**src/rtl/ccx_mon_config.svh**
```systemverilog
`ifndef CCX_MON_CONFIG_SVH
`define CCX_MON_CONFIG_SVH

// Field widths of the crossbar packets as seen by the monitor
`define CCX_RQ_W    5
`define CCX_RT_W    4
`define CCX_THR_N   4
`define CCX_TID_W   2
`define CCX_CNT_W   16
`define CCX_KIND_W  4
`define CCX_ADDR_W  40
`define CCX_PAY_W   64
`define CCX_VEC_W   6

// PCX request type codes
`define CCX_RQ_LOAD     5'b00000
`define CCX_RQ_IMISS    5'b10000
`define CCX_RQ_STORE    5'b00001
`define CCX_RQ_CAS1     5'b00010
`define CCX_RQ_CAS2     5'b00011
`define CCX_RQ_STRLOAD  5'b00100
`define CCX_RQ_STRST    5'b00101
`define CCX_RQ_SWAP     5'b00110
`define CCX_RQ_STQ      5'b00111
`define CCX_RQ_INT      5'b01001
`define CCX_RQ_FPOP1    5'b01010
`define CCX_RQ_FPOP2    5'b01011
`define CCX_RQ_FWD_RQ   5'b01101
`define CCX_RQ_FWD_RPY  5'b01110
`define CCX_RQ_RSVD     5'b11111

// CPX return type codes
`define CCX_RT_LOAD       4'b0000
`define CCX_RT_IFILL      4'b0001
`define CCX_RT_INV        4'b0011
`define CCX_RT_ST_ACK     4'b0100
`define CCX_RT_AT_ACK     4'b0101
`define CCX_RT_INT        4'b0111
`define CCX_RT_TEST       4'b0110
`define CCX_RT_FP         4'b1000
`define CCX_RT_EVICT      4'b0010
`define CCX_RT_ERR        4'b1100
`define CCX_RT_STRLOAD    4'b1101
`define CCX_RT_STRST_ACK  4'b1110
`define CCX_RT_FWD_RQ     4'b1010
`define CCX_RT_FWD_RPY    4'b1011
`define CCX_RT_RSVD       4'b1111

`endif

```
**src/rtl/ccx_mon_pkg.sv**
```systemverilog
`default_nettype none

`include "ccx_mon_config.svh"

package ccx_mon_pkg;

   // Processor-to-cache request as it appears on the PCX bus
   typedef struct packed {
      logic                   vld;
      logic [`CCX_RQ_W-1:0]   rqtype;
      logic [`CCX_TID_W-1:0]  thr;
      logic [`CCX_ADDR_W-1:0] addr;
   } pcx_pkt_t;

   // Interrupt returns reuse the top of the payload word for the
   // interrupt type, the target thread and the vector
   typedef struct packed {
      logic [1:0]                                       int_type;
      logic [`CCX_TID_W-1:0]                            thr;
      logic [`CCX_VEC_W-1:0]                            vector;
      logic [`CCX_PAY_W-2-`CCX_TID_W-`CCX_VEC_W-1:0]    pad;
   } cpx_int_view_t;

   // The same 64 bits read either as raw return data or as an interrupt
   typedef union packed {
      logic [`CCX_PAY_W-1:0] data;
      cpx_int_view_t         intr;
   } cpx_payload_u;

   // Cache-to-processor return on the CPX bus
   typedef struct packed {
      logic                 vld;
      logic [`CCX_RT_W-1:0] rtntype;
      cpx_payload_u         payload;
   } cpx_pkt_t;

   // Decoded request kinds, the value doubles as the counter index
   typedef enum logic [`CCX_KIND_W-1:0] {
      PCX_LOAD, PCX_IMISS, PCX_STORE, PCX_CAS1,
      PCX_CAS2, PCX_SWAP, PCX_STRLOAD, PCX_STRST,
      PCX_STQ, PCX_INT, PCX_FWD_RQ, PCX_FWD_RPY,
      PCX_FPOP1, PCX_FPOP2, PCX_RSVD, PCX_UNKNOWN
   } pcx_kind_e;

   // Decoded return kinds, numbered the same way
   typedef enum logic [`CCX_KIND_W-1:0] {
      CPX_LOAD, CPX_IFILL, CPX_INV, CPX_ST_ACK,
      CPX_AT_ACK, CPX_INT, CPX_TEST, CPX_FP,
      CPX_EVICT, CPX_ERR, CPX_STRLOAD, CPX_STRST_ACK,
      CPX_FWD_RQ, CPX_FWD_RPY, CPX_RSVD, CPX_UNKNOWN
   } cpx_kind_e;

   typedef struct packed {
      logic                  vld;
      pcx_kind_e             kind;
      logic [`CCX_TID_W-1:0] thr;
   } pcx_evt_t;

   // Interrupt fields are only meaningful while is_int is set
   typedef struct packed {
      logic                  vld;
      cpx_kind_e             kind;
      logic                  is_int;
      logic [1:0]            int_type;
      logic [`CCX_TID_W-1:0] thr;
      logic [`CCX_VEC_W-1:0] vector;
   } cpx_evt_t;

   // Counter select, dir 0 picks the PCX bank and dir 1 the CPX bank
   typedef struct packed {
      logic                   dir;
      logic [`CCX_KIND_W-1:0] kind;
   } cnt_sel_t;

endpackage

`default_nettype wire

```
**src/rtl/pcx_req_decode.sv**
```systemverilog
`timescale 1ns/1ps
`default_nettype none

`include "ccx_mon_config.svh"

module pcx_req_decode (
   input  logic                  clk,
   input  logic                  rst,
   input  logic                  enable,
   input  logic                  req,
   input  ccx_mon_pkg::pcx_pkt_t pkt,
   output ccx_mon_pkg::pcx_evt_t evt
);

   logic                   req_q;
   logic                   qual;
   ccx_mon_pkg::pcx_kind_e kind_c;
   logic                   vld_q;
   ccx_mon_pkg::pcx_kind_e kind_q;
   logic [`CCX_TID_W-1:0]  thr_q;

   // The core raises its strobe one cycle ahead of the packet
   always_ff @(posedge clk) begin
      if (rst) begin
         req_q <= 1'b0;
      end else begin
         req_q <= req;
      end
   end

   // A vld with no strobe in the cycle before is stray bus activity
   assign qual = req_q & pkt.vld & enable;

   always_comb begin
      case (pkt.rqtype)
         `CCX_RQ_LOAD:    kind_c = ccx_mon_pkg::PCX_LOAD;
         `CCX_RQ_IMISS:   kind_c = ccx_mon_pkg::PCX_IMISS;
         `CCX_RQ_STORE:   kind_c = ccx_mon_pkg::PCX_STORE;
         `CCX_RQ_CAS1:    kind_c = ccx_mon_pkg::PCX_CAS1;
         `CCX_RQ_CAS2:    kind_c = ccx_mon_pkg::PCX_CAS2;
         `CCX_RQ_SWAP:    kind_c = ccx_mon_pkg::PCX_SWAP;
         `CCX_RQ_STRLOAD: kind_c = ccx_mon_pkg::PCX_STRLOAD;
         `CCX_RQ_STRST:   kind_c = ccx_mon_pkg::PCX_STRST;
         `CCX_RQ_STQ:     kind_c = ccx_mon_pkg::PCX_STQ;
         `CCX_RQ_INT:     kind_c = ccx_mon_pkg::PCX_INT;
         `CCX_RQ_FWD_RQ:  kind_c = ccx_mon_pkg::PCX_FWD_RQ;
         `CCX_RQ_FWD_RPY: kind_c = ccx_mon_pkg::PCX_FWD_RPY;
         `CCX_RQ_FPOP1:   kind_c = ccx_mon_pkg::PCX_FPOP1;
         `CCX_RQ_FPOP2:   kind_c = ccx_mon_pkg::PCX_FPOP2;
         `CCX_RQ_RSVD:    kind_c = ccx_mon_pkg::PCX_RSVD;
         default:         kind_c = ccx_mon_pkg::PCX_UNKNOWN;
      endcase
   end

   // One event strobe per qualified packet
   always_ff @(posedge clk) begin
      if (rst) begin
         vld_q <= 1'b0;
      end else begin
         vld_q <= qual;
      end
   end

   // Kind and thread only move when a packet is taken
   always_ff @(posedge clk) begin
      if (qual) begin
         kind_q <= kind_c;
         thr_q  <= pkt.thr;
      end
   end

   assign evt = '{vld: vld_q, kind: kind_q, thr: thr_q};

   // Every strobe is followed by a packet that names one of the core's threads
   a_req_pkt: assert property (@(posedge clk) disable iff (rst)
      req_q |-> (pkt.vld && int'(pkt.thr) < `CCX_THR_N));

endmodule

`default_nettype wire

```
**src/rtl/cpx_ret_decode.sv**
```systemverilog
`timescale 1ns/1ps
`default_nettype none

`include "ccx_mon_config.svh"

module cpx_ret_decode (
   input  logic                  clk,
   input  logic                  rst,
   input  logic                  enable,
   input  ccx_mon_pkg::cpx_pkt_t pkt,
   output ccx_mon_pkg::cpx_evt_t evt
);

   logic                   qual;
   ccx_mon_pkg::cpx_kind_e kind_c;
   logic                   is_int_c;
   logic [1:0]             int_type_c;
   logic [`CCX_TID_W-1:0]  thr_c;
   logic [`CCX_VEC_W-1:0]  vector_c;
   logic                   vld_q;
   logic                   is_int_q;
   ccx_mon_pkg::cpx_kind_e kind_q;
   logic [1:0]             int_type_q;
   logic [`CCX_TID_W-1:0]  thr_q;
   logic [`CCX_VEC_W-1:0]  vector_q;

   // Returns need no strobe, vld alone marks a packet
   assign qual = pkt.vld & enable;

   always_comb begin
      case (pkt.rtntype)
         `CCX_RT_LOAD:      kind_c = ccx_mon_pkg::CPX_LOAD;
         `CCX_RT_IFILL:     kind_c = ccx_mon_pkg::CPX_IFILL;
         `CCX_RT_INV:       kind_c = ccx_mon_pkg::CPX_INV;
         `CCX_RT_ST_ACK:    kind_c = ccx_mon_pkg::CPX_ST_ACK;
         `CCX_RT_AT_ACK:    kind_c = ccx_mon_pkg::CPX_AT_ACK;
         `CCX_RT_INT:       kind_c = ccx_mon_pkg::CPX_INT;
         `CCX_RT_TEST:      kind_c = ccx_mon_pkg::CPX_TEST;
         `CCX_RT_FP:        kind_c = ccx_mon_pkg::CPX_FP;
         `CCX_RT_EVICT:     kind_c = ccx_mon_pkg::CPX_EVICT;
         `CCX_RT_ERR:       kind_c = ccx_mon_pkg::CPX_ERR;
         `CCX_RT_STRLOAD:   kind_c = ccx_mon_pkg::CPX_STRLOAD;
         `CCX_RT_STRST_ACK: kind_c = ccx_mon_pkg::CPX_STRST_ACK;
         `CCX_RT_FWD_RQ:    kind_c = ccx_mon_pkg::CPX_FWD_RQ;
         `CCX_RT_FWD_RPY:   kind_c = ccx_mon_pkg::CPX_FWD_RPY;
         `CCX_RT_RSVD:      kind_c = ccx_mon_pkg::CPX_RSVD;
         default:           kind_c = ccx_mon_pkg::CPX_UNKNOWN;
      endcase
   end

   // Only an INT return carries the interrupt layout, any other kind keeps
   // raw data in the payload and must not leak into the interrupt fields
   always_comb begin
      is_int_c   = qual && (kind_c == ccx_mon_pkg::CPX_INT);
      int_type_c = '0;
      thr_c      = '0;
      vector_c   = '0;
      if (is_int_c) begin
         int_type_c = pkt.payload.intr.int_type;
         thr_c      = pkt.payload.intr.thr;
         vector_c   = pkt.payload.intr.vector;
      end
   end

   always_ff @(posedge clk) begin
      if (rst) begin
         vld_q    <= 1'b0;
         is_int_q <= 1'b0;
      end else begin
         vld_q    <= qual;
         is_int_q <= is_int_c;
      end
   end

   // Payload side of the event, held between packets
   always_ff @(posedge clk) begin
      if (qual) begin
         kind_q     <= kind_c;
         int_type_q <= int_type_c;
         thr_q      <= thr_c;
         vector_q   <= vector_c;
      end
   end

   assign evt = '{vld: vld_q, kind: kind_q, is_int: is_int_q, int_type: int_type_q,
                  thr: thr_q, vector: vector_q};

   // The tracker trusts is_int, so it has to agree with the decoded kind
   a_int_kind: assert property (@(posedge clk) disable iff (rst)
      evt.is_int |-> (evt.vld && evt.kind == ccx_mon_pkg::CPX_INT));

endmodule

`default_nettype wire

```
**src/rtl/thread_state_track.sv**
```systemverilog
`timescale 1ns/1ps
`default_nettype none

`include "ccx_mon_config.svh"

module thread_state_track (
   input  logic                  clk,
   input  logic                  rst,
   input  ccx_mon_pkg::cpx_evt_t evt,
   output logic [`CCX_THR_N-1:0] active_mask,
   output logic [`CCX_THR_N-1:0] back_mask
);

   logic [`CCX_THR_N-1:0] active_q;
   logic [`CCX_THR_N-1:0] back_q;
   logic [`CCX_THR_N-1:0] thr_bit;
   logic                  wake;
   logic                  resume;
   logic                  was_active;

   // One-hot select of the thread named in the interrupt
   assign thr_bit = {{(`CCX_THR_N-1){1'b0}}, 1'b1} << evt.thr;

   // int_type 1 is a wake-up and int_type 3 a resume
   assign wake   = evt.vld && evt.is_int && (evt.int_type == 2'd1);
   assign resume = evt.vld && evt.is_int && (evt.int_type == 2'd3);

   // Sampled before this event touches the mask
   assign was_active = |(active_q & thr_bit);

   always_ff @(posedge clk) begin
      if (rst) begin
         active_q <= '0;
         back_q   <= '0;
      end else begin
         // A second wake-up, or a resume, of a running thread means it came back
         if ((wake || resume) && was_active) begin
            back_q <= back_q | thr_bit;
         end
         // Every wake-up leaves the thread running
         if (wake) begin
            active_q <= active_q | thr_bit;
         end
      end
   end

   assign active_mask = active_q;
   assign back_mask   = back_q;

   // A thread can only be back once it has been active
   a_back_subset: assert property (@(posedge clk) disable iff (rst)
      (back_mask & ~active_mask) == '0);

endmodule

`default_nettype wire

```
**src/rtl/ccx_type_counters.sv**
```systemverilog
`timescale 1ns/1ps
`default_nettype none

`include "ccx_mon_config.svh"

module ccx_type_counters (
   input  logic                  clk,
   input  logic                  rst,
   input  ccx_mon_pkg::pcx_evt_t pcx_evt,
   input  ccx_mon_pkg::cpx_evt_t cpx_evt,
   input  logic                  rd,
   input  ccx_mon_pkg::cnt_sel_t sel,
   output logic                  ack,
   output logic [`CCX_CNT_W-1:0] data
);

   // Bank 0 counts PCX kinds and bank 1 counts CPX kinds, same as sel.dir
   localparam int BANK_N = 2;
   localparam int KIND_N = 1 << `CCX_KIND_W;

   logic [`CCX_CNT_W-1:0]  cnt [BANK_N][KIND_N];
   logic [BANK_N-1:0]      inc_vld;
   logic [`CCX_KIND_W-1:0] inc_kind [BANK_N];
   logic                   ack_q;
   logic [`CCX_CNT_W-1:0]  data_q;

   // Both directions feed the banks through one indexed path
   assign inc_vld[0]  = pcx_evt.vld;
   assign inc_kind[0] = pcx_evt.kind;
   assign inc_vld[1]  = cpx_evt.vld;
   assign inc_kind[1] = cpx_evt.kind;

   always_ff @(posedge clk) begin
      if (rst) begin
         for (int b = 0; b < BANK_N; b++) begin
            for (int k = 0; k < KIND_N; k++) begin
               cnt[b][k] <= '0;
            end
         end
      end else begin
         // Each bank advances on its own strobe, both may fire together
         for (int b = 0; b < BANK_N; b++) begin
            if (inc_vld[b] && (cnt[b][inc_kind[b]] != '1)) begin
               cnt[b][inc_kind[b]] <= cnt[b][inc_kind[b]] + 1'b1;
            end
         end
      end
   end

   // Acknowledge follows the read strobe by one cycle
   always_ff @(posedge clk) begin
      if (rst) begin
         ack_q <= 1'b0;
      end else begin
         ack_q <= rd;
      end
   end

   // Capture the selected counter as it stands during the read cycle
   always_ff @(posedge clk) begin
      if (rd) begin
         data_q <= cnt[sel.dir][sel.kind];
      end
   end

   assign ack  = ack_q;
   assign data = data_q;

endmodule

`default_nettype wire

```
**src/rtl/ccx_monitor.sv**
```systemverilog
`timescale 1ns/1ps
`default_nettype none

`include "ccx_mon_config.svh"

module ccx_monitor (
   input  logic                  clk,
   input  logic                  rst,
   input  logic                  enable,
   input  logic                  pcx_req,
   input  ccx_mon_pkg::pcx_pkt_t pcx_pkt,
   input  ccx_mon_pkg::cpx_pkt_t cpx_pkt,
   input  logic                  cnt_rd,
   input  ccx_mon_pkg::cnt_sel_t cnt_sel,
   output ccx_mon_pkg::pcx_evt_t pcx_evt,
   output ccx_mon_pkg::cpx_evt_t cpx_evt,
   output logic [`CCX_THR_N-1:0] active_mask,
   output logic [`CCX_THR_N-1:0] back_mask,
   output logic                  cnt_ack,
   output logic [`CCX_CNT_W-1:0] cnt_data
);

   // Request side, strobe-qualified and decoded one cycle after the packet
   pcx_req_decode u_pcx_dec (
      .clk    (clk),
      .rst    (rst),
      .enable (enable),
      .req    (pcx_req),
      .pkt    (pcx_pkt),
      .evt    (pcx_evt)
   );

   // Return side, also the source of interrupt events
   cpx_ret_decode u_cpx_dec (
      .clk    (clk),
      .rst    (rst),
      .enable (enable),
      .pkt    (cpx_pkt),
      .evt    (cpx_evt)
   );

   thread_state_track u_thr (
      .clk         (clk),
      .rst         (rst),
      .evt         (cpx_evt),
      .active_mask (active_mask),
      .back_mask   (back_mask)
   );

   // Counters see the same events that leave the top level
   ccx_type_counters u_cnt (
      .clk     (clk),
      .rst     (rst),
      .pcx_evt (pcx_evt),
      .cpx_evt (cpx_evt),
      .rd      (cnt_rd),
      .sel     (cnt_sel),
      .ack     (cnt_ack),
      .data    (cnt_data)
   );

endmodule

`default_nettype wire

```
**config.mk**
```make
export PLATFORM = sky130hd
export DESIGN_NAME = ccx_monitor
export DESIGN_NICKNAME = d
export VERILOG_FILES = /design/src/rtl/ccx_mon_pkg.sv /design/src/rtl/pcx_req_decode.sv /design/src/rtl/cpx_ret_decode.sv /design/src/rtl/thread_state_track.sv /design/src/rtl/ccx_type_counters.sv /design/src/rtl/ccx_monitor.sv
export VERILOG_INCLUDE_DIRS = /design/src /design/src/rtl
export SDC_FILE = /design/constraint.sdc
export NUM_CORES = 1
export LEC_CHECK = 0
export ABC_CLOCK_PERIOD_IN_PS = 4250
export BUFFER_PORTS_ARGS = -buffer_cell sky130_fd_sc_hd__buf_2
export CELL_PAD_IN_SITES_DETAIL_PLACEMENT = 2
export CELL_PAD_IN_SITES_GLOBAL_PLACEMENT = 2
export CORE_MARGIN = 8
export CORE_UTILIZATION = 30
export DETAILED_ROUTE_END_ITERATION = 8
export PLACE_DENSITY_LB_ADDON = 0.1
export REMOVE_ABC_BUFFERS = 1
export SYNTH_ARGS = -nofsm -noshare
export SYNTH_HDL_FRONTEND = slang
export SYNTH_HIERARCHICAL = 1
export SYNTH_SLANG_ARGS = --single-unit
```
**constraint.sdc**
```tcl
create_clock -name clk -period 4.25 [get_ports clk]
set_input_delay 1.0625 -clock clk [delete_from_list [all_inputs] [get_ports clk]]
set_output_delay 1.0625 -clock clk [all_outputs]
set_load 0.1 [all_outputs]
```
==> Word-level counts from Yosys, hierarchy flattened <==
Memory sizes are Yosys's and may differ from the RTL's. A register that Yosys moved wholly into a read port is not among the register bits.
Cells that the tools add are included.
{ "op_classes": {"n_reduce_logical": 11, "bitwise_logic": 521, "addsub": 2, "eq_ne": 5, "shift": 1, "n_mux": 533, "order_cmp": 5} }
{ "op_table": {"columns": ["op", "n"], "rows": [
  ["two-way mux 1 bit", 518],
  ["two-way mux 256 bit", 2],
  ["bitwise OR 1 bit", 512],
  ["binary-select mux 16 bit (select 4 bit)", 3],
  ["demux 16 bit (select 4 bit)", 2],
  ["two-way mux 16 bit", 8],
  ["adder 16 x 1 -> 16 bit (second input constant)", 2],
  ["inequality test 16 bit (second input constant)", 2],
  ["greater-or-equal comparator 5 bit (second input constant)", 3],
  ["inverter 4 -> 5 bit", 3],
  ["< comparator 5 x 1 -> 1 bit (second input constant)", 2],
  ["logical AND 1 bit", 9],
  ["bitwise OR 4 bit", 2],
  ["AND 4 bit", 1],
  ["== test 4 x 3 -> 1 bit (second input constant)", 1],
  ["OR reduction 4 bit", 1],
  ["left shift 1 x 2 -> 4 bit (first input constant)", 1],
  ["AND 1 bit", 3],
  ["== test 2 x 1 -> 1 bit (second input constant)", 1],
  ["== test 2 bit (second input constant)", 1],
  ["logical OR 1 bit", 1]
]} }
{ "word_totals": {"mem_bits_ro": 192, "ramBits": 512, "inputBits": 127, "register_bits": 45, "elab_cells": 1094, "n_memories": 3} }
{ "mem_list": {"columns": ["name", "words", "word_bits", "rd", "rd_ports_with_merged_regs", "write_ports", "line_no", "rtl"], "rows": [
  ["u_cnt.cnt", 2, 256, 3, 0, 2, "ccx_type_counters.sv:21", "logic [`CCX_CNT_W-1:0] cnt [BANK_N][KIND_N];"],
  ["(name not given)", 32, 4, 1, 1, 0, "pcx_req_decode.sv:35", "case (pkt.rqtype)"],
  ["(name not given)", 16, 4, 1, 0, 0, "cpx_ret_decode.sv:31", "case (pkt.rtntype)"]
]} }

==> Depth between registers and ports, before layout <==
Gate-level depths: netlist (run 1).
{ "depth": {"word_depth": 10, "ltp_mapped": 16, "ltp_nobuf": 8} }

==> Modules after synthesis <==
The synthesis (run 1) kept the hierarchy.
{ "modules_own_cells": {"columns": ["module", "cells_per_inst", "seq_area_each_um2", "instances", "area_each_um2"], "rows": [
  ["ccx_type_counters", 1809, 15875.2, 1, 27619.0],
  ["cpx_ret_decode", 56, 460.4, 1, 788.3],
  ["pcx_req_decode", 45, 220.2, 1, 526.8],
  ["thread_state_track", 31, 160.2, 1, 306.5]
]} }

==> Worst setup path after synthesis (run 1) <==
No wires, ideal clock.
{ "synth_timing": {"path_kind": "reg-to-reg", "start": "reg u_cpx_dec.kind_q[0]", "end": "mem u_cnt/cnt[1][100] (netlist name), enable pin", "setup_ns": 0.375, "stages_incl_launch_ff": 15, "n_path_buf": 6, "arrival_time_ns": 4.110, "setup_slack_ns": -0.235, "path_cell_list": "edfxtp_1 > buf_4 > buf_4 > buf_6 > mux4_2 > a22oi_1 > nand2_2 > clkbuf_1 > ha_1 > nand4_1 > nor4_2 > clkbuf_2 > or3_1 > buf_2 > nand2b_1"} }
{ "synth_lines": {"columns": ["element", "line_no", "rtl"], "rows": [
  ["from (decl)", "cpx_ret_decode.sv:22", "ccx_mon_pkg::cpx_kind_e kind_q;"],
  ["from (signal assigned)", "cpx_ret_decode.sv:78", "kind_q <= kind_c;"],
  ["to (decl)", "ccx_type_counters.sv:21", null]
]} }

==> results.ini, run 1 <==
[timing]
skew_ns=0.0375
finalCritPeriodShare=0.932
rsz0062_at_grt=no
post-route-min-period_ns=3.96
setup_ws_ns=0.291
max_freq_ghz=0.253
setup_viol=0
drv_slew=0
max_slew_margin=0.378
tightest_slew_ns=0.928
hold_viol=0

[worst_hold_path]
min_path_cells=2
min_from=u_thr/back_mask[2]$_SDFFE_PP0P_
min_to=u_thr/back_mask[2]$_SDFFE_PP0P_
holdCritPathClass=flip-flop to flip-flop

[clock_network]
post_cts_buffers=0
htree_levels=3
cts_buffers=72
clock_sink_count=561
path_clk_slew_ns=0.06
postCtsResizedCells=0
cts-root-buf=clkbuf_16
cts_tree=built
insertion_delay_ns=0.64
cts_hold_buf=0
clock_path_buffers=3

[global_routing]
grt_max_degree=39
antenna_found_initial=3
track_usage=0.225
grt_pass1_wl_um=170000
grt_overflow=0
grt_pass1_vias=21200

[route]
first_iter_violations=1545
avgViaCountPerCell=5.61
via_count=19400
first_pass_iters=5
drt_wl_total_um=122000
drc=0
ant_nets=0
post_drt_wl_per_cell_um=35.3
wl_met3_um=6000
met1_length_um=52700
routed.top_layer=met4
wl_met2_um=60000

[worst_setup_path]
crit_required_ns=4.53
critPathMaxStageDelay_ns=0.62
r2r_start=u_pcx_dec/kind_q[0]$_DFFE_PP_
crit_type=flip-flop to flip-flop
endpoint_kind=flip-flop
r2r_setup_slack_ns=0.29
r2r-end=u_cnt/cnt[0][37]$_SDFFCE_PN0P_
cp_max_fo=21
reg2regPathDepth=11
cp_cell_sequence=buf_12, buf_12, mux4_1, a22oi_1, nand2_1, nand4_2, or3_1, buf_12, o21bai_2, nand2b_1, buf_4
path_common_cell=buf_12
crit_arrival_ns=4.24
slowest_stage=mux4_1
setup.worst_path.start_class=flip-flop

[logic_synthesis]
ys_seq_area_frac=0.572
syn_area_um2=29200
synth_cell_types=72
synth_cells=1941
synth.area.top_cells=edfxtp_1 (56%), mux4_2 (21%), nor2_1 (6.0%), mux4_1 (1.6%), a22oi_1 (1.4%)
synth_top_cell_by_area=edfxtp_1
ys_warn_count=6
ys_dominant_reg_cell=edfxtp_1
synth-seq-cells=561
async_reset_ff_frac=0
synth_edf_count=548
synth_top_area_share=0.563
syn-mean-instance-area_um2=15.1

[die]
start_util=0.302
coreArea_um2=96700
fp.dieH_um=328
die_area_um2=108000
rows=114
num_io_pins=175
die_w_um=328

[place]
dp_hpwl_um=84100
io_buffer_count=80
gp_congestion=0.802
dp_slack_ns=0.316

[layout]
area_delta_synth_final_pct=18.5
fill_cells=9704
utilization=0.358
drive_above_1_share=0.333
fin_nets=2267

[power]
p_per_area_nw_per_um2=411
vdd_ir_drop_max_uv=317
leakage_uw=0.0120

[job]
cap_violations=0

[run_status]
outcome=complete, no violations

==> Yosys cell counts (3+ instances only) <==
cell type / count
and3_1: 12
mux4_2: 270
nor3_1: 5
mux2_2: 18
xnor2_1: 21
nor2b_1: 13
ha_1: 13
or3_1: 18
buf_4: 24
nor3b_1: 5
buf_1: 12
and2_1: 12
nand2b_1: 38
clkbuf_1: 67
edfxtp_1: 548
nor4_1: 6
xor2_1: 4
nand3b_1: 4
nor2_2: 10
mux4_1: 18
nand4_1: 5
nor2_1: 466
o21ai_4: 8
buf_6: 24
o21bai_2: 6
or4_1: 4
o21ai_1: 3
buf_2: 52
o22ai_1: 6
nand2_1: 48
a21oi_1: 52
nand3_1: 9
inv_1: 16
a22oi_1: 56
mux2i_1: 8
nand4_2: 3
dfxtp_1: 13
nor4b_1: 3
==> report_power, final <==
part           total [uW]  switching [uW]  internal [uW]
clock network        5860            2450           3410
registers            6390             120           6270
logic                1980            1280            703
total               14200            3840          10400
==> stage by stage <==
step / TNS [ns] / cells / total power (uW) / hold WS, ns / area (um^2)
after detailed placement: 0 / 3329 / 8500 / 0.456 / 32400
after global routing: 0 / 3460 / 14700 / 0.521 / 34600
after floorplan: -2053.08 / 1756 / 7500 / 0.689 / 28200
after CTS: 0 / 3460 / 14400 / 0.477 / 34600
after global placement: 0 / 3329 / 8470 / 0.441 / 32400
final: 0 / 3461 / 14200 / 0.468 / 34600
==> cell usage in the layout, fill, tap and decap left out, drive strengths merged, types with 31 or more instances in the layout <==
cell / instances
a21oi: 52
a22oi: 56
buf: 297
clkbuf: 92
clkinv: 31
edfxtp: 548
mux4: 288
nand2: 50
nand2b: 39
nor2: 476
==> area by class of cell <==
cell class,count,area [um^2],area share
antenna,1,2.50,0.0000722
clock buffer,92,1980,0.0573
clock inverter,39,239,0.00690
inverter,16,60.1,0.00173
multi-input combinational,1179,11400,0.329
sequential,561,16700,0.483
tap,1276,1600,0.0461
timing repair buffer,297,2650,0.0765
==> sequential cells by signal, indices dropped and copies added, names as in the netlist <==
signal	flops
u_cpx_dec/int_type_q	2
u_cnt/ack	1
u_thr/active_mask	4
u_cnt/data	16
u_cnt/cnt	512
u_pcx_dec/req_q	1
u_thr/back_mask	4
u_cpx_dec/vld_q	1
u_cpx_dec/kind_q	4
u_pcx_dec/thr_q	2
u_cpx_dec/is_int_q	1
u_cpx_dec/thr_q	2
u_pcx_dec/vld_q	1
u_pcx_dec/kind_q	4
u_cpx_dec/vector_q	6
==> worst max-delay path: cells and delay by family, from the launching register on <==
kind | cells | cell delay (ns)
buf+inv | 4 | 1.04
flops | 1 | 0.38
mux | 1 | 0.62
simple gates | 4 | 0.82
compound gates | 2 | 0.63
==> layer usage <==
layer | track usage | vias up
li1 | - | 7912
met1 | 0.302 | 10700
met2 | 0.377 | 642
met3 | 0.0307 | 153
met4 | 0.0715 | 0
met5 | 0 | -
==> worst max-delay path by stage <==
stage                     cells after the start  slack, ns                           from                         endpoint
after global routing                         11       0.13  u_pcx_dec/kind_q[3]$_DFFE_PP_  u_cnt/cnt[0][126]$_SDFFCE_PN0P_
final                                        11       0.29  u_pcx_dec/kind_q[0]$_DFFE_PP_   u_cnt/cnt[0][37]$_SDFFCE_PN0P_
after floorplan                               8      -2.58  u_pcx_dec/kind_q[0]$_DFFE_PP_  u_cnt/cnt[0][128]$_SDFFCE_PN0P_
after CTS                                    11       0.30  u_pcx_dec/kind_q[0]$_DFFE_PP_   u_cnt/cnt[0][37]$_SDFFCE_PN0P_
after detailed placement                     11       0.32  u_pcx_dec/kind_q[0]$_DFFE_PP_   u_cnt/cnt[0][42]$_SDFFCE_PN0P_
after global placement                       11       0.40  u_cpx_dec/kind_q[0]$_DFFE_PP_  u_cnt/cnt[1][254]$_SDFFCE_PN0P_
==> logic make-up after synthesis <==
| logic type | Yosys count | synth area share |
|---|---|---|
| buffers and inverters | 201 | 0.0392 |
| muxes | 314 | 0.234 |
| AOI/OAI and AO/OA | 152 | 0.0391 |
| DFF | 561 | 0.572 |
| and+or+nand+nor | 675 | 0.103 |
| xor gates and xnor gates | 25 | 0.00749 |
| adders and majority gates | 13 | 0.00556 |
No activity file was read; power rests on OpenSTA's default activity.
==> inputs of run 2 (changes only) <==
REMOVE_ABC_BUFFERS = unset   (was 1)
==> results.ini, run 2 (same netlist as run 1, synthesis figures left out) <==
[timing]
finalSetupTns_ns=0  ; unchanged
max_slew_margin=0.375  ; -0.00310
max_freq_ghz=0.243  ; -3.8%
drv_slew=0  ; unchanged
hold_viol=0  ; unchanged
post-route-min-period_ns=4.12  ; +0.158 ns
rsz0062_at_grt=no
setup_ws_ns=0.132  ; -0.158 ns
tightest_slew_ns=0.937  ; +0.00885 ns
skew_ns=0.0309  ; -0.00667 ns
setup_viol=0  ; unchanged
finalCritPeriodShare=0.969  ; +0.0373

[route]
first_iter_violations=1761  ; +14%
via_count=19700  ; +1.3%
post_drt_wl_per_cell_um=36.2  ; +2.4%
drc=0  ; unchanged
first_pass_iters=5  ; unchanged
ant_nets=0  ; unchanged
drt_wl_total_um=125000  ; +2.1%
avgViaCountPerCell=5.70  ; +1.6%

[clock_network]
clock_sink_count=561  ; unchanged
cts_buffers=69  ; -4.2%
insertion_delay_ns=0.63  ; about the same
htree_levels=3  ; unchanged
postCtsResizedCells=0  ; unchanged
clock_path_buffers=3  ; unchanged
post_cts_buffers=0  ; unchanged
cts_hold_buf=0  ; unchanged
path_clk_slew_ns=0.06  ; about the same
cts_tree=built
cts-root-buf=clkbuf_16

[worst_setup_path]
setup.worst_path.start_class=flip-flop
r2r-end=u_cnt/cnt[0][84]$_SDFFCE_PN0P_
reg2regPathDepth=10  ; -1
critPathMaxStageDelay_ns=0.56  ; -0.06 ns
crit_arrival_ns=4.47  ; +0.23 ns
slowest_stage=or3_1
critPathBufInv=2  ; -2
r2r_setup_slack_ns=0.13  ; -0.16 ns
cp_max_fo=16  ; -24%
crit_type=flip-flop to flip-flop
crit_required_ns=4.60  ; +0.07 ns
endpoint_kind=flip-flop
cp_cell_sequence=nor2b_2, a22oi_1, nand2_1, ha_1, nand4_1, or3_1, buf_12, o21ai_4, buf_4, nor2_1
r2r_start=u_pcx_dec/kind_q[3]$_DFFE_PP_
crit_family=simple AND/OR/NAND/NOR gates

[layout]
area_delta_synth_final_pct=18.5  ; about the same
drive_above_1_share=0.345  ; +0.0124
largest_register_ffs=512  ; unchanged
largest-register=u_cnt/cnt
fin_nets=2263  ; -0.18%
final_common_cell=edfxtp_1
mostFrequentLayoutCells=edfxtp_1 (548), nor2_1 (465), mux4_2 (270), buf_4 (174), buf_2 (77)
n_antenna_cell=0  ; -1

[power]
power.internal_uw=10500  ; +1.1%
p_clk_frac=0.416  ; +0.004
vdd_ir_drop_max_uv=237  ; -25%
p_per_area_nw_per_um2=416  ; +1.2%
pwr-share-comb=0.140  ; about the same
leakage_uw=0.0120  ; about the same
seqPwrFrac=0.444  ; -0.005
switching_share=0.271  ; +0.000595
power.switching_uw=3900  ; +1.4%

[die]
die_area_um2=108000  ; unchanged
fp.dieH_um=328  ; unchanged
start_util=0.302  ; unchanged
rows=114  ; unchanged
coreArea_um2=96700  ; unchanged
num_io_pins=175  ; unchanged
die_w_um=328  ; unchanged

[global_routing]
grt_pass1_wl_um=172000  ; +1.4%
grt_max_degree=49  ; +26%
grt_overflow=0  ; unchanged
antenna_found_initial=6  ; +3
track_usage=0.228  ; +0.00334
grt_pass1_vias=21300  ; +0.32%

[place]
gp_congestion=0.865  ; +7.8%
dp_hpwl_um=87500  ; +4.1%
dp_slack_ns=0.121  ; -0.196 ns
io_buffer_count=80  ; unchanged

[worst_hold_path]
holdCritPathClass=flip-flop to flip-flop
min_to=u_thr/back_mask[0]$_SDFFE_PP0P_
min_path_cells=2  ; unchanged
min_from=u_thr/back_mask[0]$_SDFFE_PP0P_

[logic_synthesis]
synth_nets=2081

[run_status]
outcome=complete, no violations

[job]
cap_violations=0  ; unchanged

run 2: changes by cell type in the layout (fill, tap and decap cells not counted), sizes merged:
cell,previous run,this run
bufinv,2,6
inv,19,20
clkbuf,92,90
buf,297,295
clkinv,31,23
diode,1,0
clkinvlp,3,1
run 2: metrics by stage:
| stage | cells | utilization | hold slack (ns) | power, uW | cell area (um^2) |
|---|---|---|---|---|---|
| 2_1_floorplan | 1941 | - | 0.689 | 7600 | 29300 |
| 6_report | 3451 | 0.358 | 0.468 | 14400 | 34600 |
| 3_3_place_gp | 3328 | 0.335 | 0.443 | 8500 | 32400 |
| 4_1_cts | 3451 | 0.358 | 0.471 | 14600 | 34600 |
| 3_5_place_dp | 3328 | 0.335 | 0.440 | 8530 | 32400 |
| 5_1_grt | 3451 | 0.358 | 0.484 | 14800 | 34600 |
run 2: worst min-delay path, stage by stage (launching register included):
cell,delay (ns)
dfxtp_1,0.33
nand2b_1,0.06
o41ai_1,0.05
run 2: cell type report:
| class | instances | area (um^2) |
|---|---|---|
| inverter | 16 | 60.1 |
| multi-input combinational | 1179 | 11400 |
| fill | 9691 | 62100 |
| tap | 1276 | 1600 |
| clock buffer | 89 | 1910 |
| timing repair buffer | 296 | 2580 |
| clock inverter | 34 | 339 |
| sequential | 561 | 16700 |
run 2: per-layer routing:
layer / part of all wire / GRT usage / vias to the layer above
li1: - / - / 7906
met1: 0.43 / 0.307 / 10800
met2: 0.49 / 0.383 / 748
met3: 0.049 / 0.0266 / 168
met4: 0.033 / 0.0764 / 2
met5: 0.000096 / 0 / -
run 2: power groups by stage:
| stage | combinational, uW | sequential (uW) | clock [uW] |
|---|---|---|---|
| floorplan | 969 | 6630 | 0 |
| finish | 2010 | 6400 | 5990 |
| CTS | 2030 | 6400 | 6160 |
| detailed placement | 2030 | 6510 | 0 |
| global placement | 2000 | 6500 | 0 |
| global route | 2080 | 6410 | 6330 |
run 2: worst max path at each step:
stage / startpoint / end / slack [ns] / cells after the start
after global routing: u_pcx_dec/kind_q[0]$_DFFE_PP_ / u_cnt/cnt[0][193]$_SDFFCE_PN0P_ / 0.007 / 11
after global placement: u_pcx_dec/kind_q[0]$_DFFE_PP_ / u_cnt/cnt[0][207]$_SDFFCE_PN0P_ / 0.17 / 11
final: u_pcx_dec/kind_q[3]$_DFFE_PP_ / u_cnt/cnt[0][84]$_SDFFCE_PN0P_ / 0.13 / 10
after floorplan: u_cpx_dec/kind_q[0]$_DFFE_PP_ / u_cnt/cnt[1][100]$_SDFFCE_PN0P_ / 0.04 / 14
after detailed placement: u_pcx_dec/kind_q[3]$_DFFE_PP_ / u_cnt/cnt[0][190]$_SDFFCE_PN0P_ / 0.12 / 9
after CTS: u_pcx_dec/kind_q[3]$_DFFE_PP_ / u_cnt/cnt[0][206]$_SDFFCE_PN0P_ / 0.09 / 9
